### src/bev_pkg.sv
package bev_pkg;

    //////////////////////////////
    // widths that carry a meaning
    //////////////////////////////

    typedef logic [11:0] amount_t;
    typedef logic [3:0]  month_t;
    typedef logic [4:0]  day_t;
    typedef logic [7:0]  box_no_t;
    typedef logic [2:0]  drink_type_t;
    typedef logic [1:0]  drink_size_t;
    typedef logic        action_t;
    typedef logic [1:0]  err_code_t;
    // quarters of one cup
    typedef logic [2:0]  share_t;

    // drink menu codes
    parameter drink_type_t black_tea                = 3'd0;
    parameter drink_type_t milk_tea                 = 3'd1;
    parameter drink_type_t extra_milk_tea           = 3'd2;
    parameter drink_type_t green_tea                = 3'd3;
    parameter drink_type_t green_milk_tea           = 3'd4;
    parameter drink_type_t pineapple_juice          = 3'd5;
    parameter drink_type_t super_pineapple_tea      = 3'd6;
    parameter drink_type_t super_pineapple_milk_tea = 3'd7;

    // cup sizes, code 2 unused
    parameter drink_size_t size_l = 2'd0;
    parameter drink_size_t size_m = 2'd1;
    parameter drink_size_t size_s = 2'd3;

    parameter action_t act_make   = 1'b0;
    parameter action_t act_supply = 1'b1;

    // response codes
    parameter err_code_t no_err = 2'd0;
    parameter err_code_t no_exp = 2'd1;
    parameter err_code_t no_ing = 2'd2;
    parameter err_code_t ing_of = 2'd3;

    // full scale of one ingredient slot
    parameter amount_t amount_max = 12'd4095;

    // total cup volumes
    parameter amount_t cup_l = 12'd960;
    parameter amount_t cup_m = 12'd720;
    parameter amount_t cup_s = 12'd480;

    // column order of the share table
    parameter int ing_black = 0;
    parameter int ing_green = 1;
    parameter int ing_milk  = 2;
    parameter int ing_pine  = 3;

    // row per drink code, quarters of black, green, milk, pineapple
    parameter share_t share_tab [8][4] = '{
        '{3'd4, 3'd0, 3'd0, 3'd0},
        '{3'd3, 3'd0, 3'd1, 3'd0},
        '{3'd2, 3'd0, 3'd2, 3'd0},
        '{3'd0, 3'd4, 3'd0, 3'd0},
        '{3'd0, 3'd2, 3'd2, 3'd0},
        '{3'd0, 3'd0, 3'd0, 3'd4},
        '{3'd2, 3'd0, 3'd0, 3'd2},
        '{3'd2, 3'd0, 3'd1, 3'd1}
    };

endpackage
### src/restock_adder.sv
`timescale 1ns/1ns

module restock_adder (
    input  logic             clk,
    input  logic             inf,
    input  bev_pkg::amount_t sup_black,
    input  bev_pkg::amount_t sup_green,
    input  bev_pkg::amount_t sup_milk,
    input  bev_pkg::amount_t sup_pine,
    input  bev_pkg::amount_t box_black,
    input  bev_pkg::amount_t box_green,
    input  bev_pkg::amount_t box_milk,
    input  bev_pkg::amount_t box_pine,
    output bev_pkg::amount_t sum_black,
    output bev_pkg::amount_t sum_green,
    output bev_pkg::amount_t sum_milk,
    output bev_pkg::amount_t sum_pine,
    output logic             overflow
);
    import bev_pkg::*;

    // carry bit marks a sum past full scale
    logic [12:0] tot_black;
    logic [12:0] tot_green;
    logic [12:0] tot_milk;
    logic [12:0] tot_pine;

    assign tot_black = box_black + sup_black;
    assign tot_green = box_green + sup_green;
    assign tot_milk  = box_milk + sup_milk;
    assign tot_pine  = box_pine + sup_pine;

    // clamp at full scale
    always_ff @(posedge clk) begin
        sum_black <= tot_black[12] ? amount_max : tot_black[11:0];
        sum_green <= tot_green[12] ? amount_max : tot_green[11:0];
        sum_milk  <= tot_milk[12] ? amount_max : tot_milk[11:0];
        sum_pine  <= tot_pine[12] ? amount_max : tot_pine[11:0];
    end

    // any one slot clamped
    always_ff @(posedge clk or negedge inf) begin
        if (!inf) begin
            overflow <= 1'b0;
        end else begin
            overflow <= tot_black[12] | tot_green[12] | tot_milk[12] | tot_pine[12];
        end
    end

endmodule

### config.mk
export PLATFORM = sky130hd
export DESIGN_NAME = restock_adder
export DESIGN_NICKNAME = d
export VERILOG_FILES = /design/src/bev_pkg.sv /design/src/restock_adder.sv
export SDC_FILE = /design/constraint.sdc
export NUM_CORES = 1
export LEC_CHECK = 0
export BUFFER_PORTS_ARGS = -buffer_cell sky130_fd_sc_hd__buf_2
export CORE_UTILIZATION = 42
export DETAILED_ROUTE_END_ITERATION = 10
export PLACE_DENSITY_LB_ADDON = 0.12
export SKIP_CTS_REPAIR_TIMING = 1
export SYNTH_ARGS = -nofsm -noshare
export SYNTH_HDL_FRONTEND = slang
export SYNTH_SLANG_ARGS = --single-unit
### constraint.sdc
create_clock -name clk -period 0.8 [get_ports clk]
set_input_delay 0.08 -clock clk [delete_from_list [all_inputs] [get_ports clk]]
set_output_delay 0.08 -clock clk [all_outputs]
set_load 0.01 [all_outputs]
After elaboration in Yosys (flattened, before gate mapping)
Index checks and enable logic that the tools add are counted.
{"block": "op_classes", "add_sub_neg": 4, "bitwise_logic": 3}
{"op": "$add 12x12->13", "count": 4}
{"op": "$or 1x1->1", "count": 3}
{"block": "totals", "reg_bits": 49, "input_bits": 98, "output_inout_bits": 49, "elab_cells": 12}

Longest topological paths before layout
{"block": "depth", "depth_word": 4, "depth_mapped": 9, "ltp_nobuf": 8}

Worst setup path after synthesis
OpenSTA, ideal clock, no wires.
{"block": "synth_timing", "path_kind": "input port to flip-flop", "startpoint": "input sup_black[0]", "endpoint": "register overflow", "setup_time_ns": 0.130, "arrival_time_ns": 1.856, "required_time_ns": 0.670, "setup_slack_ns": -1.186, "cell_stages": 9, "path_buffers": 1, "path_cell_list": "ha_1 > fa_1 > a211oi_2 > o21ai_1 > a31oi_2 > o221ai_2 > a21oi_2 > buf_6 > nand4b_4"}
{"block": "synth_via", "elab_chain_cells": 4}
{"element": "start: declaration", "line": "restock_adder.sv:6", "rtl": "input bev_pkg::amount_t sup_black,"}
{"element": "$add 12x12->13", "line": "restock_adder.sv:28", "rtl": "assign tot_black = box_black + sup_black;"}
{"element": "$or 1x1->1 (3 in a row)", "line": "restock_adder.sv:46", "rtl": "overflow <= tot_black[12] | tot_green[12] | tot_milk[12] | tot_pine[12];"}
{"element": "end signal: assignment", "line": "restock_adder.sv:46"}
{"element": "end: declaration", "line": "restock_adder.sv:18", "rtl": "output logic overflow"}
Every way passes these cells.
A chain may end at the register's enable or synchronous reset.

Final worst setup path
{"block": "layout_timing", "startpoint": "input sup_green[0]", "endpoint": "register overflow"}
{"block": "layout_via", "elab_chain_cells": 4}
{"element": "start: declaration", "line": "restock_adder.sv:7", "rtl": "input bev_pkg::amount_t sup_green,"}
{"element": "$add 12x12->13", "line": "restock_adder.sv:29", "rtl": "assign tot_green = box_green + sup_green;"}
{"element": "$or 1x1->1 (3 in a row)", "line": "restock_adder.sv:46"}
Every way passes these cells.

==> flow_summary_export.csv <==
group,metric,value,unit
yosys,syn_nets,495,
timing,finalHoldViolCount,0,
yosys,synth.avg_cell_area,9.28,µm²
placement,gp_congestion,0.885,
die,top_level_ports,147,
clock_tree,path_clk_slew,0.09,ns
timing,max_freq,0.613,GHz
die,die_h,89.3,µm
finish,register_area,0.00102,mm²
detailed_routing,wirelength,10.0,mm
yosys,synth.top_cell.area_share,0.300,
yosys,synthArstFlopShare,0.0204,
timing,rsz0062_at_grt,"true",
die,start_util,0.439,
finish,drive_gt1_frac,0.622,
global_routing,grt_max_degree,15,
timing,worstMarginPinSlew,0.424,ns
placement,io_buffers,146,
power,peakVddDrop,0.832,mV
worst_setup_path,crit_path_end_kind,"flip-flop",
global_routing,grt.overflow.total,0,
worst_setup_path,path_common_cell,"buf_6",
timing,min_period,1.63,ns
die,fp.dieW,89.3,µm
finish,finalNetCount,762,
placement,place_area,0.00499,mm²
placement,dp_hpwl,7.10,mm
clock_tree,htree_levels,2,
detailed_routing,wl_per_cell,14.1,µm
timing,finalMaxSlewViolations,0,
timing,setup_viol,98,
placement,dp_slack,-1.21,ns
die,core,0.00729,mm²
detailed_routing,vias,3585,
yosys,synth_fa_ha_area_frac,0.213,
power,powerDensity,1640,mW/mm²
timing,setup_ws,-0.830,ns
detailed_routing,drt_pass1_iterations,4,
worst_setup_path,crit_chain,"buf_6 -> ha_4 -> fa_2 -> a211oi_4 -> o2111ai_2 -> nand2_1 -> o21ai_2 -> a21oi_2 -> buf_6 -> nand4b_4",
timing,slew_headroom,0.716,
hold_path,hp-class,"in -> reg",
finish,final_area,0.00580,mm²
worst_setup_path,slowest_delay,0.38,ns
global_routing,antenna_found_initial,0,
die,placementRows,31,
yosys,ys_seq_elements,49,
yosys,yosys.area.top_type,"dfxtp_1",
yosys,yosysWarnings,0,
yosys,ys.flop_type,"dfxtp_1",
yosys,synth_top_family_by_area,"adder cells",
clock_tree,clk_path_buf_depth,2,
worst_setup_path,crit_fanout,7,
global_routing,grt_pass1_wl,13.1,mm
detailed_routing,drc,0,
clock_tree,cts_tree,"done",
detailed_routing,ant_nets,0,
clock_tree,numCtsBuffers,5,
finish,synthToLayoutAreaGrowth,81.3,%
power,p_leak,2.80,nW
worst_setup_path,critPathKind,"in -> reg",
yosys,synth_cell_types,50,
yosys,synth-simple-area-share,0.162,
worst_setup_path,critPathArrivalTime,1.81,ns
yosys,synthMuxAreaShare,0.00625,
clock_tree,numClockSinks,49,
global_routing,grt_pass1_vias,3153,
yosys,syn_inst,345,
yosys,synth_area,0.00320,mm²
clock_tree,cts-root-buf,"clkbuf_8",
yosys,synth_compound_area_frac,0.209,
die,die_area,0.00797,mm²
detailed_routing,detail_route.iter0.violations,70,
global_routing,track_usage,0.207,
worst_setup_path,start_kind,"input port",
worst_setup_path,crit_required,0.98,ns
run_status,status,"complete, but fails checks",
yosys,synth-edff-count,0,
detailed_routing,viasPerCell,5.04,
finish,insertedDiodeCount,0,
finish,multi_input_comb_area,0.00262,mm²
finish,fillers,500,
timing,fin_crit_sh,2.04,
run_status,violations,"negative setup slack",
job,max-cap-violations,0,
yosys,synth-xor-area-share,0.0794,
yosys,yosysSeqAreaShare,0.308,
worst_setup_path,crit_slowest_cell,"fa_2",
yosys,ys_top_cells_by_area,"dfxtp_1 30%, ha_1 19%, xor2_1 4.4%, xnor2_1 3.6%, nand2_1 3.5%",
## layout by cell type (no fill, tap or decap), types with 8 or more instances in the layout
cell type  instances
dfxtp_1           21
nand2_2           11
buf_6             43
nand2b_1          10
ha_1              34
a211oi_1           8
xnor2_1           10
a21o_1            13
dfxtp_2           27
ha_4              13
xor2_1            15
inv_1              9
o21ai_0           11
nor2_1            22
buf_4            110
buf_2            107
nand2_1           18
## metrics by stage
step	total power, mW	instances	setup TNS, ns	utilization	hold WS (ns)
global placement	6.57	693	-50.39	0.684	-0.144
global route	10.1	712	-39.10	0.796	0.0707
floorplan	4.96	345	-40.40	-	-0.216
finish	9.49	712	-34.48	0.796	0.0647
CTS	8.50	701	-38.91	0.700	-0.473
detailed placement	6.65	693	-52.72	0.684	-0.144
## state kept, by name (all words and copies together) (netlist names)
register and flops:
sum_green 12, sum_milk 12, sum_black 12, overflow 1, sum_pine 12
## cell families after synthesis
| group | Yosys count |
|---|---|
| adder cells (fa/ha/maj) | 52 |
| flip-flops | 49 |
| AND/OR/NAND/NOR | 104 |
| AO/OA/AOI/OAI | 96 |
| buffers and inverters | 13 |
| multiplexers | 2 |
| XOR/XNOR | 29 |
## layer usage
metal	global-route usage	wire length, µm
met1	0.245	3980
met2	0.382	5510
met3	0.0416	460
met4	0.0548	68
met5	0	0
## worst max-delay path, delay by kind of cell
family,cells,cell delay (ns)
simple gates,2,0.22
fa+ha+maj,2,0.53
buf+inv,2,0.28
compound gates,4,0.70
## cells in the mapped netlist, types with 2 or more instances
master	count
a211oi_1	11
buf_6	2
and3_1	5
nand4_1	2
a211oi_2	2
o21ai_1	2
ha_1	48
a21oi_2	2
a31o_2	2
fa_1	4
o21ai_2	2
nand2_1	30
a21oi_1	9
nand2b_1	14
nor2_1	28
o21a_1	7
a21o_1	13
o211ai_1	2
buf_4	2
o21ai_0	22
nor3_1	5
inv_1	9
xnor2_1	13
nand3_1	5
dfxtp_1	48
o31ai_1	3
a31oi_1	4
xor2_1	16
or2_2	5
or3_1	2
o21bai_1	6
mux2i_1	2
## final timing paths
path                              start                     end  slack [ns]  cells after the start
worst max-delay path       sup_green[0]      overflow$_DFF_PN0_       -0.83                     10
max in group asynchronous           inf      overflow$_DFF_PN0_        0.59                      2
min in group asynchronous           inf      overflow$_DFF_PN0_        0.12                      2
worst min-delay path        box_pine[0]  sum_pine[0]$_SDFF_PP1_        0.06                      3
## area by class of cell
cell class / count / area share
sequential: 49 / 0.176
tap: 99 / 0.0214
multi-input combinational: 284 / 0.452
inverter: 9 / 0.00582
timing repair buffer: 263 / 0.325
clock inverter: 1 / 0.00518
clock buffer: 7 / 0.0149
## power breakdown
group / internal [mW] / leakage, nW / switching, mW
Sequential: 2.94 / 0.407 / 0.184
Combinational: 2.51 / 2.34 / 2.00
Clock: 1.02 / 0.0585 / 0.835
Note: power is estimated with default switching activity, not from simulation.
