### config.mk
export PLATFORM = sky130hd
export DESIGN_NAME = recipe_check
export DESIGN_NICKNAME = d
export VERILOG_FILES = /design/src/bev_pkg.sv /design/src/recipe_check.sv
export SDC_FILE = /design/constraint.sdc
export NUM_CORES = 1
export LEC_CHECK = 0
export ABC_AREA = 1
export BUFFER_PORTS_ARGS = -buffer_cell sky130_fd_sc_hd__buf_2
export CORE_MARGIN = 5
export CORE_UTILIZATION = 55
export DETAILED_ROUTE_END_ITERATION = 7
export PLACE_DENSITY_LB_ADDON = 0.25
export SLEW_MARGIN = 20
export SYNTH_ARGS = -nofsm -noshare
export SYNTH_HDL_FRONTEND = slang
export SYNTH_SLANG_ARGS = --single-unit
### constraint.sdc
create_clock -name clk -period 1.7 [get_ports clk]
set_input_delay 0 -clock clk [delete_from_list [all_inputs] [get_ports clk]]
set_output_delay 0 -clock clk [all_outputs]
set_load 0.02 [all_outputs]
### src/bev_pkg.sv
package bev_pkg;

    //////////////////////////////
    // widths that carry a meaning
    //////////////////////////////

    typedef logic [11:0] amount_t;
    typedef logic [3:0]  month_t;
    typedef logic [4:0]  day_t;
    typedef logic [7:0]  box_no_t;
    typedef logic [2:0]  drink_type_t;
    typedef logic [1:0]  drink_size_t;
    typedef logic        action_t;
    typedef logic [1:0]  err_code_t;
    // quarters of one cup
    typedef logic [2:0]  share_t;

    // drink menu codes
    parameter drink_type_t black_tea                = 3'd0;
    parameter drink_type_t milk_tea                 = 3'd1;
    parameter drink_type_t extra_milk_tea           = 3'd2;
    parameter drink_type_t green_tea                = 3'd3;
    parameter drink_type_t green_milk_tea           = 3'd4;
    parameter drink_type_t pineapple_juice          = 3'd5;
    parameter drink_type_t super_pineapple_tea      = 3'd6;
    parameter drink_type_t super_pineapple_milk_tea = 3'd7;

    // cup sizes, code 2 unused
    parameter drink_size_t size_l = 2'd0;
    parameter drink_size_t size_m = 2'd1;
    parameter drink_size_t size_s = 2'd3;

    parameter action_t act_make   = 1'b0;
    parameter action_t act_supply = 1'b1;

    // response codes
    parameter err_code_t no_err = 2'd0;
    parameter err_code_t no_exp = 2'd1;
    parameter err_code_t no_ing = 2'd2;
    parameter err_code_t ing_of = 2'd3;

    // full scale of one ingredient slot
    parameter amount_t amount_max = 12'd4095;

    // total cup volumes
    parameter amount_t cup_l = 12'd960;
    parameter amount_t cup_m = 12'd720;
    parameter amount_t cup_s = 12'd480;

    // column order of the share table
    parameter int ing_black = 0;
    parameter int ing_green = 1;
    parameter int ing_milk  = 2;
    parameter int ing_pine  = 3;

    // row per drink code, quarters of black, green, milk, pineapple
    parameter share_t share_tab [8][4] = '{
        '{3'd4, 3'd0, 3'd0, 3'd0},
        '{3'd3, 3'd0, 3'd1, 3'd0},
        '{3'd2, 3'd0, 3'd2, 3'd0},
        '{3'd0, 3'd4, 3'd0, 3'd0},
        '{3'd0, 3'd2, 3'd2, 3'd0},
        '{3'd0, 3'd0, 3'd0, 3'd4},
        '{3'd2, 3'd0, 3'd0, 3'd2},
        '{3'd2, 3'd0, 3'd1, 3'd1}
    };

endpackage
### src/recipe_check.sv
`timescale 1ns/1ns

module recipe_check (
    input  logic                 clk,
    input  logic                 inf,
    input  bev_pkg::drink_type_t drink_type,
    input  bev_pkg::drink_size_t drink_size,
    input  bev_pkg::month_t      today_month,
    input  bev_pkg::day_t        today_day,
    input  bev_pkg::amount_t     box_black,
    input  bev_pkg::amount_t     box_green,
    input  bev_pkg::amount_t     box_milk,
    input  bev_pkg::amount_t     box_pine,
    input  bev_pkg::month_t      box_month,
    input  bev_pkg::day_t        box_day,
    output bev_pkg::err_code_t   make_err,
    output bev_pkg::amount_t     left_black,
    output bev_pkg::amount_t     left_green,
    output bev_pkg::amount_t     left_milk,
    output bev_pkg::amount_t     left_pine
);
    import bev_pkg::*;

    amount_t need_black;
    amount_t need_green;
    amount_t need_milk;
    amount_t need_pine;
    logic    expired;
    logic    lacking;

    // quarter of the cup volume times the share of one ingredient
    function automatic amount_t need_of(input drink_type_t kind, input drink_size_t size,
                                        input int ing);
        amount_t cup;
        case (size)
            size_l:  cup = cup_l;
            size_m:  cup = cup_m;
            size_s:  cup = cup_s;
            default: cup = cup_s;
        endcase
        return amount_t'((cup >> 2) * share_tab[kind][ing]);
    endfunction

    //////////////////////////////
    // stage 1, recipe lookup
    //////////////////////////////

    // order fields are stable from capture on
    always_ff @(posedge clk) begin
        need_black <= need_of(drink_type, drink_size, ing_black);
        need_green <= need_of(drink_type, drink_size, ing_green);
        need_milk  <= need_of(drink_type, drink_size, ing_milk);
        need_pine  <= need_of(drink_type, drink_size, ing_pine);
    end

    //////////////////////////////
    // stage 2, verdict
    //////////////////////////////

    // expiry day itself still usable
    assign expired = (today_month > box_month) ||
                     ((today_month == box_month) && (today_day > box_day));

    assign lacking = (box_black < need_black) || (box_green < need_green) ||
                     (box_milk < need_milk) || (box_pine < need_pine);

    // expiry wins over stock
    always_ff @(posedge clk or negedge inf) begin
        if (!inf) begin
            make_err <= no_err;
        end else begin
            make_err <= expired ? no_exp : (lacking ? no_ing : no_err);
        end
    end

    // only written back when the verdict is no_err, so wrap is harmless
    always_ff @(posedge clk) begin
        left_black <= box_black - need_black;
        left_green <= box_green - need_green;
        left_milk  <= box_milk - need_milk;
        left_pine  <= box_pine - need_pine;
    end

endmodule

After elaboration in Yosys (flattened, before gate mapping)
Memories as Yosys holds them, arrays and structs flattened.
Index checks and enable logic that the tools add are counted.
{"block": "word_totals", "register_bits": 98, "latch_bits": 0, "ram_bits": 0, "rom_bits": 96, "input_bits": 73, "out_inout_bits": 50, "elab_cells": 39, "mem_count": 1}
{"block": "classes", "n_addsub": 4, "mul": 4, "div": 0, "order_cmp": 7, "eq_ne": 2, "shift": 0, "mux": 5, "n_bitwise": 1, "reduce_logical": 6}
{"name": "(name not given)", "depth": 8, "word_bits": 12, "rd": 1, "rd_clocked_by_memory_dff": 0, "wr": 0, "line_no": "recipe_check.sv:41", "text": "return amount_t'((cup >> 2) * share_tab[kind][ing]);"}
{"op": "less-than comparator 12 bit", "count": 4}
{"op": "multiplier 10 x 3 -> 12 bit", "count": 4}
{"op": "subtractor 12 bit", "count": 4}
{"op": "two-way mux 12 bit", "count": 2}
{"op": "one-hot mux 10 bit (2 select lines)", "count": 1}
{"op": "greater-than comparator 5 bit", "count": 1}
{"op": "== test 4 bit", "count": 1}
{"op": "greater-or-equal comparator 4 bit (second input constant)", "count": 1}
{"op": "greater-than comparator 4 bit", "count": 1}
{"op": "logical OR 1 bit", "count": 4}
{"op": "two-way mux 2 bit", "count": 2}
{"op": "NOT 3 -> 4 bit", "count": 1}
{"op": "== test 2 x 1 -> 1 bit (second input constant)", "count": 1}
{"op": "logical NOT 2 bit", "count": 1}
{"op": "logical AND 1 bit", "count": 1}

Longest topological paths before layout
{"block": "logic_depth", "ltp_word": 6, "depth_mapped": 15}

Least setup slack after synthesis
OpenSTA, ideal clock, no wires.
{"block": "synth_timing", "kind": "input to register", "start": "input drink_type[0]", "end": "register need_black[10]", "arrival_ns": 2.151, "required_ns": 1.581, "path_slack_ns": -0.570, "path_stages": 13, "path_buffers": 0, "path_cell_list": "inv_1 > ha_1 > inv_1 > o21ai_0 > inv_1 > nor2_1 > fa_1 > ha_1 > fa_1 > nand3_1 > nand3_1 > a21oi_1 > o21bai_1"}
{"block": "synth_via", "elab_chain_len": 5}
{"element": "start: declaration", "line_no": "recipe_check.sv:6", "text": "input bev_pkg::drink_type_t drink_type,"}
{"element": "NOT 3 -> 4 bit (not written as such)", "line_no": "recipe_check.sv:41"}
{"element": "memory (8 x 12 bit)"}
{"element": "two-way mux 12 bit (2 in series)"}
{"element": "multiplier 10 x 3 -> 12 bit", "line_no": "recipe_check.sv:41"}
{"element": "end signal: assignment", "line_no": "recipe_check.sv:50", "text": "need_black <= need_of(drink_type, drink_size, ing_black);"}
{"element": "end: declaration", "line_no": "recipe_check.sv:24", "text": "amount_t need_black;"}
Every way passes these cells. The select of a mux whose other input is x is not followed.

Worst setup path in the final report
{"block": "layout_timing", "start": "input drink_type[1]", "end": "register need_black[10]"}
Same word-level chain as after synthesis.

==> results.toml <==
[layout]
drive_gt1_share_pct = 34.6
seqCellArea_um2 = 1690
layout_commonest_cell = "nand2_1"
nNetsFinal = 1085
final_cell_mix = "nand2_1 (131), buf_2 (119), inv_1 (118)"
nFillCells = 660
diodes = 0
area_growth_pct = 42.2
multi_input_area_um2 = 3700

[global_routing]
grt_overflow = 0
grt_pass1_wl_um = 21800
grt_max_degree = 14
grtUsageMet1_pct = 26.0
antenna_found_initial = 0
gr-max-usage-layer = "met2"
grt_pass1_vias = 5173
grtUsageMet3_pct = 4.26
grtUsageTotal_pct = 22.5
gr-usage-met2_pct = 41.7

[setup_path]
path_class = "input pin to flip-flop"
cp_slowest_cell = "fa_1"
cp_num_buf_inv = 4
crit_path_max_fanout = 4
crit_path_end_kind = "flip-flop"
slowest_delay_ns = 0.41
crit_cells = 14
cpMostUsedCell = "nand3_2"
crit_chain = "buf_12, inv_12, ha_4, inv_2, o21ai_4, inv_4, nor2_4, fa_1, ha_2, fa_2, nand3_2, nand3_2, a21oi_1, o21bai_1"
crit_family = "adder cells"
start_kind = "input pin"
required_ns = 1.95
r2r_cells = 9
critPathArrivalTime_ns = 2.09

[die]
start_util_pct = 56.0
die_w_um = 109
core_area_um2 = 9680
die_y_um = 109
ios = 123
die-area_um2 = 11900
rows = 36

[yosys]
synth-seq-area-share_pct = 31.2
synth_top_area_cell = "dfxtp_1"
yosysUniqueCellTypes = 33
avgSynthCellArea_um2 = 7.71
syn_nets = 869
syn_inst = 703
yosysTopAreaCellShare_pct = 30.3
async_flop_share_pct = 2.38
ys_seq_elements = 84
yosys_warnings = 0
synth_area_leaders = "dfxtp_1 (30%), ha_1 (19%), nand2_1 (9.8%), inv_1 (9.3%), xor2_1 (4.5%)"
synth_edf_count = 0
synthFlopType = "dfxtp_1"
synth_area_um2 = 5420

[routing]
finalWirelength_um = 14400
post_drt_wl_per_cell_um = 13.6
dr.first_iter.drc_count = 223
num_vias = 5242
ant_nets = 0
routed_via_density = 4.96
remaining_drc_errors = 0
dr.pass1.iters = 4

[run_status]
violations = "negative hold slack, negative setup slack"
status = "complete, but fails checks"

[clock_tree]
htree_levels = 3
cts.clk_slew.worst_paths_ns = 0.09
cts_buffers = 9
cts_tree = "built"
clk_path_buf_depth = 2
clkLatencyLatePin_ns = 0.37
clockRootBuffer = "clkbuf_8"
clkSinkCount = 84

[hold_path]
holdPathStages = 3
hp-class = "input pin to flip-flop"

[placement]
place_congestion = 0.908
portBuffers = 122
dp_hpwl_um = 10200
pre_cts_ws_ns = -0.630

[sta]
period_minus_slack_ns = 1.84
fin_skew_ns = 0.0110
finalHoldViolCount = 2
worst_slew_pin_slew_ns = 0.381
timing.final.crit_share_pct = 108
finalMaxSlewViolations = 0
hold_ws_ns = -0.00627
rsz0062_at_grt = "yes"
finalSetupViolCount = 8
fmax_ghz = 0.543
fin_ws_ns = -0.140
max_slew_margin_pct = 74.3

[pwr]
p_total_mw = 6.59
cellPowerDensity_nw_per_um2 = 855
p_leak_nw = 4.06
ir_worst_vdd_mv = 0.627

[job]
drv_cap = 0
-- per-stage QoR --
step                hold WS [ns]  cells  util [%]  TNS, ns  area [um2]
floorplan                 -0.296    703         -    -1.42        5660
global placement          -0.215   1011      70.4    -7.07        6820
detailed placement        -0.215   1011      70.4    -8.33        6820
CTS                      0.00351   1047      75.6   -0.447        7320
global route            -0.00378   1056      79.6    -1.01        7710
finish                  -0.00627   1056      79.6   -0.478        7710
-- state kept, by name (all words and copies together) (netlist names) --
signal      flops
left_black     12
left_green     12
left_milk      12
left_pine      12
make_err        2
need_black      9
need_green      8
need_milk       8
need_pine       9
-- Yosys cell counts (all sizes together), types with 4 or more instances --
cell      n
nand2   149
inv     139
dfxtp    82
ha       81
nor2     68
a21oi    36
nand3    35
xor2     28
o21ai    16
fa       12
xnor2    11
nor3      8
o21bai    8
a31oi     7
nand4     5
a21o      4
-- path summary, 6_finish.rpt --
kind / from / slack (ns) / endpoint
max: drink_type[1] / -0.14 / need_black[10]
min: box_milk[7] / -0.006 / left_milk[7]
max reg2reg: need_pine[2] / 0.09 / left_pine[8]
min reg2reg: need_milk[2] / 0.61 / left_milk[2]
max in group asynchronous: inf / 1.08 / make_err[1]
min in group asynchronous: inf / 0.49 / make_err[0]
-- per-layer routing --
| metal | vias up | part of all wire, % |
|---|---|---|
| li1 | 2649 | - |
| met1 | 2425 | 39 |
| met2 | 128 | 53 |
| met3 | 40 | 4.7 |
| met4 | 0 | 2.7 |
| met5 | - | 0 |
-- report_power, final --
group | internal [mW] | switching [mW] | total, mW | leakage [nW]
registers | 2.31 | 0.0785 | 2.38 | 0.710
clock network | 1.00 | 0.728 | 1.73 | 0.122
logic | 1.02 | 1.45 | 2.47 | 3.23
-- what timing repair did --
action | 4_1_cts | 5_1_grt
gates resized for setup | 19 | 63
hold buffers | 17 | 0
pin swaps | 17 | 25
endpoints found under the setup margin | 12 | 19
hold endpoints to repair | 17 | 0
setup buffers | 4 | 9
-- worst register-to-register path: stages (launching register included) --
cell and delay (ns):
dfxtp_1 0.33, inv_1 0.04, ha_1 0.32, nor2_1 0.18, nor2_2 0.08, nor2_2 0.16, inv_1 0.08, a21oi_2 0.17
or2_2 0.13, nand2_1 0.04
-- cell families after synthesis --
group | after synthesis | share of synthesized area, %
AO/OA/AOI/OAI | 75 | 7.92
XOR/XNOR | 39 | 6.30
adder cells (fa/ha/maj) | 93 | 23.1
buffers and inverters | 143 | 10.2
flip-flops | 84 | 31.2
AND/OR/NAND/NOR | 269 | 21.3
-- cell type report --
class | instances | area share [%]
Sequential cell | 84 | 22.0
Inverter | 139 | 7.16
Timing Repair Buffer | 209 | 17.7
Tap cell | 133 | 2.16
Clock buffer | 10 | 1.79
Clock inverter | 5 | 1.30
Multi-Input combinational cell | 476 | 48.0
Note: power is estimated with default switching activity, not from simulation.
