<file path="config.mk">
export PLATFORM = sky130hd
export DESIGN_NAME = order_ctrl
export DESIGN_NICKNAME = d
export VERILOG_FILES = /design/src/bev_pkg.sv /design/src/order_ctrl.sv
export SDC_FILE = /design/constraint.sdc
export NUM_CORES = 1
export LEC_CHECK = 0
export BUFFER_PORTS_ARGS = -buffer_cell sky130_fd_sc_hd__buf_2
export CORE_AREA = 5 5 123 125
export DETAILED_ROUTE_END_ITERATION = 6
export DIE_AREA = 0 0 128 130
export MAX_ROUTING_LAYER = met4
export PLACE_DENSITY = 0.6
export SETUP_SLACK_MARGIN = 0.5
export SLEW_MARGIN = 20
export SYNTH_ARGS = -nofsm -noshare
export SYNTH_HDL_FRONTEND = slang
export SYNTH_SLANG_ARGS = --single-unit
export TNS_END_PERCENT = 10
</file>
<file path="constraint.sdc">
create_clock -name clk -period 3.92 [get_ports clk]
set_clock_uncertainty 0.2 [all_clocks]
set_input_delay 0.784 -clock clk [delete_from_list [all_inputs] [get_ports clk]]
set_output_delay 0.784 -clock clk [all_outputs]
set_load 0.005 [all_outputs]
</file>
<file path="src/bev_pkg.sv">
package bev_pkg;

    //////////////////////////////
    // widths that carry a meaning
    //////////////////////////////

    typedef logic [11:0] amount_t;
    typedef logic [3:0]  month_t;
    typedef logic [4:0]  day_t;
    typedef logic [7:0]  box_no_t;
    typedef logic [2:0]  drink_type_t;
    typedef logic [1:0]  drink_size_t;
    typedef logic        action_t;
    typedef logic [1:0]  err_code_t;
    // quarters of one cup
    typedef logic [2:0]  share_t;

    // drink menu codes
    parameter drink_type_t black_tea                = 3'd0;
    parameter drink_type_t milk_tea                 = 3'd1;
    parameter drink_type_t extra_milk_tea           = 3'd2;
    parameter drink_type_t green_tea                = 3'd3;
    parameter drink_type_t green_milk_tea           = 3'd4;
    parameter drink_type_t pineapple_juice          = 3'd5;
    parameter drink_type_t super_pineapple_tea      = 3'd6;
    parameter drink_type_t super_pineapple_milk_tea = 3'd7;

    // cup sizes, code 2 unused
    parameter drink_size_t size_l = 2'd0;
    parameter drink_size_t size_m = 2'd1;
    parameter drink_size_t size_s = 2'd3;

    parameter action_t act_make   = 1'b0;
    parameter action_t act_supply = 1'b1;

    // response codes
    parameter err_code_t no_err = 2'd0;
    parameter err_code_t no_exp = 2'd1;
    parameter err_code_t no_ing = 2'd2;
    parameter err_code_t ing_of = 2'd3;

    // full scale of one ingredient slot
    parameter amount_t amount_max = 12'd4095;

    // total cup volumes
    parameter amount_t cup_l = 12'd960;
    parameter amount_t cup_m = 12'd720;
    parameter amount_t cup_s = 12'd480;

    // column order of the share table
    parameter int ing_black = 0;
    parameter int ing_green = 1;
    parameter int ing_milk  = 2;
    parameter int ing_pine  = 3;

    // row per drink code, quarters of black, green, milk, pineapple
    parameter share_t share_tab [8][4] = '{
        '{3'd4, 3'd0, 3'd0, 3'd0},
        '{3'd3, 3'd0, 3'd1, 3'd0},
        '{3'd2, 3'd0, 3'd2, 3'd0},
        '{3'd0, 3'd4, 3'd0, 3'd0},
        '{3'd0, 3'd2, 3'd2, 3'd0},
        '{3'd0, 3'd0, 3'd0, 3'd4},
        '{3'd2, 3'd0, 3'd0, 3'd2},
        '{3'd2, 3'd0, 3'd1, 3'd1}
    };

endpackage
</file>
<file path="src/order_ctrl.sv">
`timescale 1ns/1ns

module order_ctrl (
    input  logic                 clk,
    input  logic                 inf,
    // request side
    input  logic                 in_valid,
    output logic                 in_ready,
    input  bev_pkg::action_t     action,
    input  bev_pkg::drink_type_t drink_type,
    input  bev_pkg::drink_size_t drink_size,
    input  bev_pkg::month_t      today_month,
    input  bev_pkg::day_t        today_day,
    input  bev_pkg::box_no_t     box_no,
    input  bev_pkg::amount_t     sup_black,
    input  bev_pkg::amount_t     sup_green,
    input  bev_pkg::amount_t     sup_milk,
    input  bev_pkg::amount_t     sup_pine,
    // captured order to the datapath
    output bev_pkg::drink_type_t captured_type,
    output bev_pkg::drink_size_t captured_size,
    output bev_pkg::month_t      captured_month,
    output bev_pkg::day_t        captured_day,
    output bev_pkg::amount_t     captured_black,
    output bev_pkg::amount_t     captured_green,
    output bev_pkg::amount_t     captured_milk,
    output bev_pkg::amount_t     captured_pine,
    // datapath results
    input  bev_pkg::err_code_t   make_err,
    input  bev_pkg::amount_t     left_black,
    input  bev_pkg::amount_t     left_green,
    input  bev_pkg::amount_t     left_milk,
    input  bev_pkg::amount_t     left_pine,
    input  bev_pkg::amount_t     sum_black,
    input  bev_pkg::amount_t     sum_green,
    input  bev_pkg::amount_t     sum_milk,
    input  bev_pkg::amount_t     sum_pine,
    input  logic                 overflow,
    // stored date, kept by a make write-back
    input  bev_pkg::month_t      rd_month,
    input  bev_pkg::day_t        rd_day,
    // box store
    output logic                 rd_en,
    output bev_pkg::box_no_t     rd_box,
    output logic                 wr_en,
    output bev_pkg::box_no_t     wr_box,
    output bev_pkg::amount_t     wr_black,
    output bev_pkg::amount_t     wr_green,
    output bev_pkg::amount_t     wr_milk,
    output bev_pkg::amount_t     wr_pine,
    output bev_pkg::month_t      wr_month,
    output bev_pkg::day_t        wr_day,
    // response side
    output logic                 out_valid,
    input  logic                 out_ready,
    output bev_pkg::err_code_t   err_code,
    output logic                 complete
);
    import bev_pkg::*;

    typedef enum logic [2:0] {
        st_idle,
        st_read,
        st_compute,
        st_write,
        st_respond
    } state_t;

    state_t    state_q;
    state_t    state_d;
    action_t   cap_action;
    box_no_t   cap_box;
    logic      is_supply;
    err_code_t result;

    //////////////////////////////
    // sequencing
    //////////////////////////////

    // fixed walk, only idle and respond wait on a handshake
    always_comb begin
        state_d = state_q;
        case (state_q)
            st_idle:    if (in_valid) state_d = st_read;
            st_read:    state_d = st_compute;
            st_compute: state_d = st_write;
            st_write:   state_d = st_respond;
            st_respond: if (out_ready) state_d = st_idle;
            default:    state_d = st_idle;
        endcase
    end

    always_ff @(posedge clk or negedge inf) begin
        if (!inf) begin
            state_q <= st_idle;
        end else begin
            state_q <= state_d;
        end
    end

    // one order in flight
    assign in_ready  = (state_q == st_idle);
    assign out_valid = (state_q == st_respond);

    //////////////////////////////
    // order capture
    //////////////////////////////

    always_ff @(posedge clk or negedge inf) begin
        if (!inf) begin
            cap_action <= act_make;
        end else if (in_valid && in_ready) begin
            cap_action <= action;
        end
    end

    always_ff @(posedge clk) begin
        if (in_valid && in_ready) begin
            cap_box        <= box_no;
            captured_type  <= drink_type;
            captured_size  <= drink_size;
            captured_month <= today_month;
            captured_day   <= today_day;
            captured_black <= sup_black;
            captured_green <= sup_green;
            captured_milk  <= sup_milk;
            captured_pine  <= sup_pine;
        end
    end

    //////////////////////////////
    // write-back and response
    //////////////////////////////

    assign is_supply = (cap_action == act_supply);
    assign result    = is_supply ? (overflow ? ing_of : no_err) : make_err;

    // read strobe for one cycle right after capture
    assign rd_en  = (state_q == st_read);
    assign rd_box = cap_box;

    // supply always writes, make only on success
    assign wr_en    = (state_q == st_write) && (is_supply || (make_err == no_err));
    assign wr_box   = cap_box;
    assign wr_black = is_supply ? sum_black : left_black;
    assign wr_green = is_supply ? sum_green : left_green;
    assign wr_milk  = is_supply ? sum_milk : left_milk;
    assign wr_pine  = is_supply ? sum_pine : left_pine;
    // new expiry on supply, old one kept on make
    assign wr_month = is_supply ? captured_month : rd_month;
    assign wr_day   = is_supply ? captured_day : rd_day;

    // latched on the write edge, held through back-pressure
    always_ff @(posedge clk or negedge inf) begin
        if (!inf) begin
            err_code <= no_err;
            complete <= 1'b0;
        end else if (state_q == st_write) begin
            err_code <= result;
            complete <= (result == no_err);
        end
    end

endmodule

</file>
# Word-level counts from Yosys, hierarchy flattened
# Cells that the tools add are included.
# totals
ff_bits,77
input_bits,183
word_cells,37
# op_classes
n_eq_ne,6
reduce_logical,7
n_mux,11
# op_table
operator,count
$mux 12,4
$pmux 3 s5,1
$eq 3x2->1 const B,2
$mux 3,2
$mux 5,1
$logic_not 2->1,2
$mux 2,2
$mux 4,1
$eq 3x1->1 const B,1
$eq 3x3->1 const B,1
$logic_not 3->1,1
$logic_and 1x1->1,2
$ne 2x1->1 const B,1
$ne 2x2->1 const B,1
$reduce_and 2->1,1
$logic_or 1x1->1,1

# Depth between registers and ports, before layout
# Gate-level depths: netlist of the first run.
# logic_depth
word_depth,3
ltp_mapped,4

# Worst setup path before layout of the first run
# Ideal clock, no wire load.
# synth_timing
kind,input -> register
start,input port in_valid
end,register cap_action
slack_ps,1884
n_path_buf,0
arrival_ps,1711
path_stages,2
path_cell_list,and2_4 mux2_4
# synth_via
elab_chain_cells,1
# synth_rtl
element,line,text
from (decl),order_ctrl.sv:7,"input logic in_valid,"
$logic_and 1x1->1,order_ctrl.sv:112,end else if (in_valid && in_ready) begin
to (signal assigned),order_ctrl.sv:111,cap_action <= act_make;
to (signal assigned),order_ctrl.sv:113,cap_action <= action;
to (decl),order_ctrl.sv:71,action_t cap_action;
# Every way passes these cells.
# A chain may end at the register's enable or synchronous reset.

# Worst setup path in the final report of the first run
# layout_timing
start,register cap_action
end,output port wr_pine[6]
# layout_via
elab_chain_cells,1
# layout_rtl
element,line,text
$mux 12,order_ctrl.sv:148,assign wr_pine = is_supply ? sum_pine : left_pine;
to (decl),order_ctrl.sv:50,"output bev_pkg::amount_t wr_pine,"
# Every way passes these cells.

==> results.yml, run 1 <==
synth:
  ys_seq_area_frac: 0.709
  synth_nets: 359
  syn-cell-area_sq_um: 3210
  ys_ff_latch: 77
  avgSynthCellArea_sq_um: 18.2
  synth_cell_types: 18
  netlist_instances: 176
  synth_warnings: 0
detailed_routing:
  drc: 0
  dr.pass1.iters: 4
  via_per_inst: 4.08
  vias: 2785
  routed_wl_um: 10600
  wl_per_cell_um: 15.4
  drtIter0Drc: 107
  ant_nets: 0
sta:
  setup_tns_ns: 0
  fmax_ghz: 0.333
  report.final.slew_viol_count: 0
  setup_viol: 0
  worstMarginPinSlew_ns: 0.928
  fin_crit_sh: 0.766
  relSlewSlack: 0.382
  timing.final.crit_period_ns: 3.00
  hold_viol_final: 0
  rsz0062_at_grt: "no"
hold_path:
  worstHoldPathType: "in -> async"
die:
  initial_core_util: 0.233
  die_w_um: 128
  core_sq_um: 13800
  rows: 43
  die_h_um: 130
  design.die.area_sq_um: 16600
  io_pins: 325
clock_network:
  insertion_delay_ns: 0.33
  numCtsBuffers: 9
  postCtsSetupRepairBufs: 0
  clk_pin_slew_worst_paths_ns: 0.06
  h-tree-depth: 3
  cts_sinks: 77
  cts_resized: 0
  cts_tree: "done"
  holdBufCountCts: 0
  clockBufferDepth: 2
  clockRootBuffer: "clkbuf_16"
global_routing:
  grt_use_total: 0.119
  grt_pass1_wl_um: 14700
  grt_pass1_vias: 2990
  grt_overflow: 0
  grt_max_degree: 72
  antenna_found_initial: 0
critical_path:
  critPathLaunchType: "register"
  path_cells: "buf_4 > mux2_2 > buf_2"
  criticalPathCategory: "reg -> out"
  critPathMaxStageDelay_ns: 0.80
  required_ns: 2.94
  worst_path_max_delay_cell: "dfrtp_2"
  arrival_ns: 2.02
  end_kind: "primary output"
  worstPathMaxFanout: 33
finish:
  area_growth_pct: 63.3
  layout_commonest_cell: "buf_2"
  fin_nets: 681
  drive_above_1_share: 0.799
  final_cell_mix: "buf_2 (324), edfxtp_1 (70), mux2_2 (57)"
  final_cell_area_sq_um: 5250
  n_antenna_cell: 0
run:
  maxCapViolations: 0
power:
  ir_worst_vdd_mv: 0.281
  p_leak_nw: 2.47
  powerDensity_nw_per_um2: 609
placement:
  port_buffers: 324
  placed_area_sq_um: 4940
  place_congestion: 0.852
  place_hpwl_um: 8650
status:
  run_status: "completed"
-- flip-flops by register name, summed over array words and instances, names as in the netlist --
signal	count
complete	1
captured_green	12
state_q	3
captured_day	5
captured_size	2
captured_pine	12
captured_black	12
captured_month	4
captured_milk	12
rd_box	8
captured_type	3
err_code	2
cap_action	1
-- power by group --
| part | total, mW | switching, mW | internal [mW] |
|---|---|---|---|
| Combinational | 1.06 | 0.470 | 0.590 |
| Clock | 0.853 | 0.351 | 0.502 |
| Sequential | 1.28 | 0.136 | 1.14 |
-- per-layer routing --
layer | vias to the layer above | GRT usage | part of all wire
li1 | 1311 | - | -
met4 | 0 | 0.0443 | 0.015
met2 | 169 | 0.197 | 0.52
met5 | - | - | 0
met1 | 1290 | 0.132 | 0.36
met3 | 15 | 0.0413 | 0.11
-- worst max-delay path: cells and delay by family, from the launching register on --
family / cells / cell delay (ns)
buf+inv: 2 / 0.50
mux: 1 / 0.37
flops: 1 / 0.80
-- area by class of cell --
cell class | count | area (sq um)
tap | 180 | 225
clock buffer | 9 | 225
clock inverter | 7 | 80.1
fill | 1374 | 8530
multi-input combinational | 82 | 792
timing repair buffer | 326 | 1640
inverter | 2 | 7.51
sequential | 77 | 2280
-- worst paths after layout --
check	from	to	slack (ns)	cells past startpoint
max	cap_action	wr_pine[6]	0.92	3
min	inf	err_code[1]	0.07	1
max reg2reg	state_q[2]	cap_action	1.83	3
max in group asynchronous	inf	cap_action	3.27	1
min in group clk	complete	complete	0.28	2
min reg2reg	complete	complete	0.28	2
-- Yosys cell counts, drive strengths merged --
cell type | instances | area share
nand3b | 1 | 0.0023
nor2 | 6 | 0.0070
nand2 | 4 | 0.0047
buf | 15 | 0.042
edfxtp | 70 | 0.65
dfrtp | 7 | 0.055
nor3 | 3 | 0.0062
nor3b | 1 | 0.0023
mux2 | 58 | 0.20
a21oi | 1 | 0.0016
mux2i | 2 | 0.0062
xnor2 | 1 | 0.0027
o21ai | 4 | 0.0062
and2 | 1 | 0.0027
inv | 2 | 0.0023
-- logic make-up (layout without fill, tap and decap cells) --
kind of cell | count (synthesis) | count (layout) | share of synthesized area
buffers and inverters | 17 | 344 | 0.0444
XOR/XNOR | 1 | 1 | 0.00273
flip-flops | 77 | 77 | 0.709
multiplexers | 60 | 60 | 0.211
AO/OA/AOI/OAI | 5 | 5 | 0.00779
AND/OR/NAND/NOR | 16 | 16 | 0.0253
-- stage by stage --
| step | cells | util | power [mW] | hold WS (ns) | setup WS [ns] |
|---|---|---|---|---|---|
| finish | 683 | 0.381 | 3.19 | 0.0731 | 0.917 |
| global placement | 667 | 0.359 | 2.37 | 0.273 | 1.33 |
| detailed placement | 667 | 0.359 | 2.38 | 0.277 | 1.27 |
| CTS | 683 | 0.381 | 3.26 | 0.0569 | 0.882 |
| global route | 683 | 0.381 | 3.40 | 0.0615 | 0.810 |
| floorplan | 176 | - | 1.90 | 0.273 | 1.88 |
No activity file was read; power rests on OpenSTA's default activity.
==> inputs of run 2 (changes only) <==
clock period = 3.2 ns   (was 3.92 ns; I/O delays follow)
==> run 2 against run 1 <==
Die area is the same. Sequential share of layout area shrank 0.16 points. Non-clock buffer count grew 1. Critical path depth is the same. Flip-flop and latch count is the same. Routed wire length grew 2.7%. Worst hold slack gained 0.20 ns. Global-route usage grew 0.39 points.
==> results.yml, run 2 (synthesized netlist as in run 1, its figures left out) <==
sta:
  setup_viol: 0
  report.final.slew_viol_count: 0
  timing.final.crit_period_ns: 2.59
  setup_tns_ns: 0
  rsz0062_at_grt: "no"
  hold_viol_final: 0
  fin_crit_sh: 0.809
  fmax_ghz: 0.387
  relSlewSlack: 0.797
  worstMarginPinSlew_ns: 0.305
power:
  switching_share: 0.309
  pwr-share-comb: 0.349
  powerDensity_nw_per_um2: 740
  p_clk_frac: 0.255
  p_seq_frac: 0.395
  ir_worst_vdd_mv: 0.469
  power_mw: 3.90
  p_switching_mw: 1.20
  intPower_mw: 2.70
  p_leak_nw: 2.48
detailed_routing:
  ant_nets: 0
  drc: 0
  drtIter0Drc: 114
  routed_wl_um: 10800
  vias: 2810
  via_per_inst: 4.11
  dr.pass1.iters: 4
  wl_per_cell_um: 15.8
die:
  rows: 43
  die_h_um: 130
  die_w_um: 128
  initial_core_util: 0.233
  io_pins: 325
  design.die.area_sq_um: 16600
  core_sq_um: 13800
run:
  maxCapViolations: 0
status:
  run_status: "completed"
hold_path:
  worstHoldPathType: "in -> reg"
  min_delay_path_depth: 1
global_routing:
  grt_pass1_vias: 2964
  grt_busiest_layer: "met2"
  antenna_found_initial: 0
  grt_max_degree: 58
  gr-usage-met3: 0.0520
  grt_pass1_wl_um: 15000
  grt_overflow: 0
  met1_usage: 0.134
  use_met2: 0.198
  grt_use_total: 0.123
clock_network:
  insertion_delay_ns: 0.34
  numCtsBuffers: 9
  clk_pin_slew_worst_paths_ns: 0.07
  postCtsSetupRepairBufs: 0
  clockRootBuffer: "clkbuf_16"
  cts_sinks: 77
  h-tree-depth: 3
  cts_tree: "done"
  clockBufferDepth: 2
critical_path:
  rr_endpoint: "captured_green[7]"
  criticalPathCategory: "reg -> out"
  worstPathMaxFanout: 45
  cp-startpoint: "cap_action"
  required_ns: 2.36
  arrival_ns: 1.75
  r2r_slack_ns: 1.33
  end_kind: "primary output"
  reg2reg_from: "state_q[2]"
  rr_worst_depth: 3
  cp-endpoint: "wr_black[11]"
  critPathLaunchType: "register"
finish:
  fillers: 1377
  final_cell_mix: "buf_2 (324), edfxtp_1 (70), mux2_2 (57)"
  layout_commonest_cell: "buf_2"
  drive_above_1_share: 0.800
  fin_util: 0.383
  fin_nets: 682
  area_growth_pct: 64.1
  final_cell_area_sq_um: 5270
  n_antenna_cell: 0
placement:
  placed_area_sq_um: 4960
  port_buffers: 324
  place_hpwl_um: 8890
  place_congestion: 0.847
## run 2: changes by cell type in the layout (fill, tap and decap cells not counted)
cell           before  now
buf_12              0    2
clkinv_8            0    1
dlygate4sd3_1       0    1
inv_6               2    3
dfrtp_2             1    0
dfrtp_4             0    1
clkinv_2            0    1
buf_4               2    0
clkinv_1            1    0
clkinv_4            2    1
bufinv_16           1    0
## run 2: cell type report
cell class                      count  area (sq um)  share of cell area
Clock buffer                        9           225              0.0427
Clock inverter                      7          67.6              0.0128
Inverter                            2          7.51             0.00142
Multi-Input combinational cell     82           792               0.150
Sequential cell                    77          2280               0.433
Tap cell                          180           225              0.0427
Timing Repair Buffer              327          1670               0.317
## run 2: worst max-delay path: stages, from the launching register on
cell,delay (ns)
dfrtp_4,0.60
buf_12,0.27
mux2_2,0.37
buf_2,0.14
## run 2: what timing repair did
item,in CTS,in global routing
endpoints found under the setup margin,2,0
hold buffers,1,0
hold endpoints to repair,7,0
gates resized for setup,1,0
## run 2: through the flow
stage          std cells  setup slack [ns]  hold slack (ns)
2_1_floorplan        176              1.26            0.144
3_3_place_gp         667             0.941            0.265
3_5_place_dp         667             0.886            0.276
4_1_cts              684             0.574            0.247
5_1_grt              684             0.537            0.243
6_report             684             0.613            0.270
## run 2: worst min-delay path by stage
stage	slack (ns)	startpoint	endpoint
global placement	0.26	err_code[1]	err_code[1]
detailed placement	0.28	err_code[1]	err_code[1]
global route	0.24	sup_green[5]	captured_green[5]
finish	0.27	drink_type[1]	captured_type[1]
CTS	0.25	sup_green[5]	captured_green[5]
floorplan	0.14	inf	cap_action
## run 2: power by group through the flow
stage,sequential [mW],clock [mW],combinational [mW]
after global placement,1.55,0,1.37
after global routing,1.57,1.08,1.49
after detailed placement,1.56,0,1.39
after CTS,1.55,1.04,1.40
after floorplan,1.53,0,0.788
final,1.54,0.995,1.36
## run 2: per-layer routing
metal,share of wire,vias up
met5,0,-
met4,0.019,0
met3,0.12,19
met2,0.51,182
met1,0.35,1299
li1,-,1310
==> inputs of run 3 (changes only) <==
ABC_AREA = 1   (was not set)
CORE_AREA = 5 5 124 126   (was 5 5 123 125)
DIE_AREA = 0 0 129 131   (was 0 0 128 130)
PLACE_DENSITY = 0.59   (was 0.6)
clock period = 2.51 ns   (was 3.2 ns; I/O delays follow)
==> run 3 against run 2 <==
Sequential share of layout area fell by 3.7 points. Final area is 9.3% higher. Setup slack got worse by 0.21 ns. Global-route usage increased by 2.8 points. Critical path depth grew 2. Flip-flop and latch count unchanged. Largest power group is now combinational logic. Sequential power increased by 25%. First-iteration DRC count increased by 16%. Worst hold slack worse by 0.12 ns. Combinational power increased by 110%.
==> results.yml, run 3 <==
status:
  run_status: "completed"
sta:
  report.final.slew_viol_count: 0
  whs_ns: 0.149
  hold_viol_final: 0
  fmax_ghz: 0.475
  fin_crit_sh: 0.840
  worst_slack_ns: 0.403
  relSlewSlack: 0.746
  setup_tns_ns: 0
  worstMarginPinSlew_ns: 0.381
  timing.final.crit_period_ns: 2.11
  setup_viol: 0
  rsz0062_at_grt: "yes"
placement:
  place_hpwl_um: 10500
  dp.cells: 802
  place_congestion: 0.840
  placed_area_sq_um: 5020
  place_ws_ns: 0.603
  port_buffers: 324
synth:
  ys_seq_area_frac: 0.699
  synth_warnings: 0
  netlist_instances: 312
  avgSynthCellArea_sq_um: 10.4
  synth_area_leaders: "edfxtp_1 (65%), nand2_1 (21%), dfrtp_1 (5.4%)"
  synth_nets: 495
  syn-cell-area_sq_um: 3260
  synth_cell_types: 13
  ys_ff_latch: 77
  yosysTopAreaCell: "edfxtp_1"
  synth_commonest_cells: "nand2_1 (183), edfxtp_1 (70), inv_1 (11)"
  async_reset_ff_frac: 0.0909
  dominantRegCellSynth: "edfxtp_1"
  yosysTopAreaCellShare: 0.645
  yosysMostFrequentCell: "nand2_1"
  synth_edf_count: 70
detailed_routing:
  wl_per_cell_um: 17.4
  dr.pass1.iters: 4
  drtIter0Drc: 132
  drc: 0
  ant_nets: 0
  vias: 3488
  via_per_inst: 4.18
  routed_wl_um: 14500
critical_path:
  required_ns: 1.81
  cp-startpoint: "cap_action"
  critPathMaxStageDelay_ns: 0.49
  worst_path_max_delay_cell: "dfrtp_2"
  crit_family: "flip-flops"
  r2r_slack_ns: 0.73
  rr_worst_depth: 4
  cp-endpoint: "wr_black[6]"
  worstPathMaxFanout: 7
  path_cells: "buf_12 > clkbuf_16 > nand2_1 > nand2_1 > buf_2"
  reg2reg_from: "state_q[0]"
  criticalPathCategory: "reg -> out"
  end_kind: "primary output"
  critPathLaunchType: "register"
  crit_buf_inv: 3
  cp_common_cell: "nand2_1"
  cp.depth: 5
  arrival_ns: 1.41
  rr_endpoint: "captured_pine[5]"
clock_network:
  cts_sinks: 77
  clockRootBuffer: "clkbuf_16"
  clk_pin_slew_worst_paths_ns: 0.06
  clockBufferDepth: 2
  h-tree-depth: 3
  numCtsBuffers: 9
  cts_tree: "done"
  insertion_delay_ns: 0.32
power:
  powerDensity_nw_per_um2: 1020
  p_leak_nw: 3.01
  ir_worst_vdd_mv: 0.488
finish:
  fin_cells: 835
  fin_nets: 829
  layout_commonest_cell: "buf_2"
  drive_above_1_share: 0.603
  area_growth_pct: 76.9
  final_cell_mix: "buf_2 (322), nand2_1 (158), edfxtp_1 (70)"
  final_cell_area_sq_um: 5760
  fillers: 1458
die:
  die_w_um: 129
  initial_core_util: 0.229
  io_pins: 325
  rows: 44
  die_h_um: 131
  design.die.area_sq_um: 16900
  core_sq_um: 14200
global_routing:
  grt_overflow: 0
  antenna_found_initial: 1
  grt_pass1_vias: 3390
  grt_max_degree: 71
  grt_pass1_wl_um: 18200
  grt_use_total: 0.150
run:
  maxCapViolations: 0
hold_path:
  worstHoldStart: "sup_milk[2]"
  worstHoldPathType: "in -> reg"
-- run 3: kinds of logic (layout without fill, tap and decap cells) --
| group | Yosys count | in the layout | share of synthesized area |
|---|---|---|---|
| other | 0 | 1 | 0 |
| buffers and inverters | 33 | 371 | 0.0634 |
| flip-flops | 77 | 77 | 0.699 |
| AO/OA/AOI/OAI | 3 | 3 | 0.00461 |
| AND/OR/NAND/NOR | 199 | 199 | 0.233 |
-- run 3: worst reg2reg max path, stage by stage (launching register included) --
cell,delay (ns)
dfrtp_1,0.45
nor2_2,0.22
nand3_4,0.11
clkinvlp_4,0.10
buf_12,0.30
-- run 3: where the power goes --
group	total (mW)	internal (mW)	switching (mW)
Combinational	2.80	1.32	1.48
Sequential	1.93	1.78	0.147
Clock	1.12	0.662	0.462
-- run 3: repair_timing --
item / CTS / global route
hold endpoints to repair: 7 / 0
setup buffers: 3 / 2
endpoints found under the setup margin: 59 / 59
pin swaps: 1 / 9
gates cloned: 5 / 6
hold buffers: 1 / 0
gates resized for setup: 15 / 32
-- run 3: area by class of cell --
type	count	area, sq um	share of cell area
flip-flops and latches	77	2280	0.396
repair buffers	344	2040	0.354
multi-input cells	202	893	0.155
clock buffers	11	233	0.0404
well taps	184	230	0.0400
inverters	12	56.3	0.00977
clock inverters	4	26.3	0.00456
diodes	1	2.50	0.000434
-- run 3: per-layer routing --
layer / up-vias / GRT usage / part of all wire
met2: 230 / 0.260 / 0.51
li1: 1666 / - / -
met4: 0 / 0.0414 / 0.024
met1: 1570 / 0.159 / 0.35
met3: 22 / 0.0626 / 0.12
met5: - / - / 0
-- run 3: how the worst min path moves through the flow --
stage	slack [ns]	to	cells past startpoint
finish	0.15	captured_milk[2]	1
global placement	0.15	complete	1
floorplan	0.006	cap_action	0
global route	0.13	rd_box[1]	1
detailed placement	0.15	complete	1
CTS	0.13	captured_milk[2]	1
-- run 3: stage by stage --
step | power (mW) | util
floorplan | 2.95 | -
global placement | 3.98 | 0.354
detailed placement | 3.99 | 0.354
CTS | 5.54 | 0.387
global route | 6.26 | 0.406
finish | 5.86 | 0.406
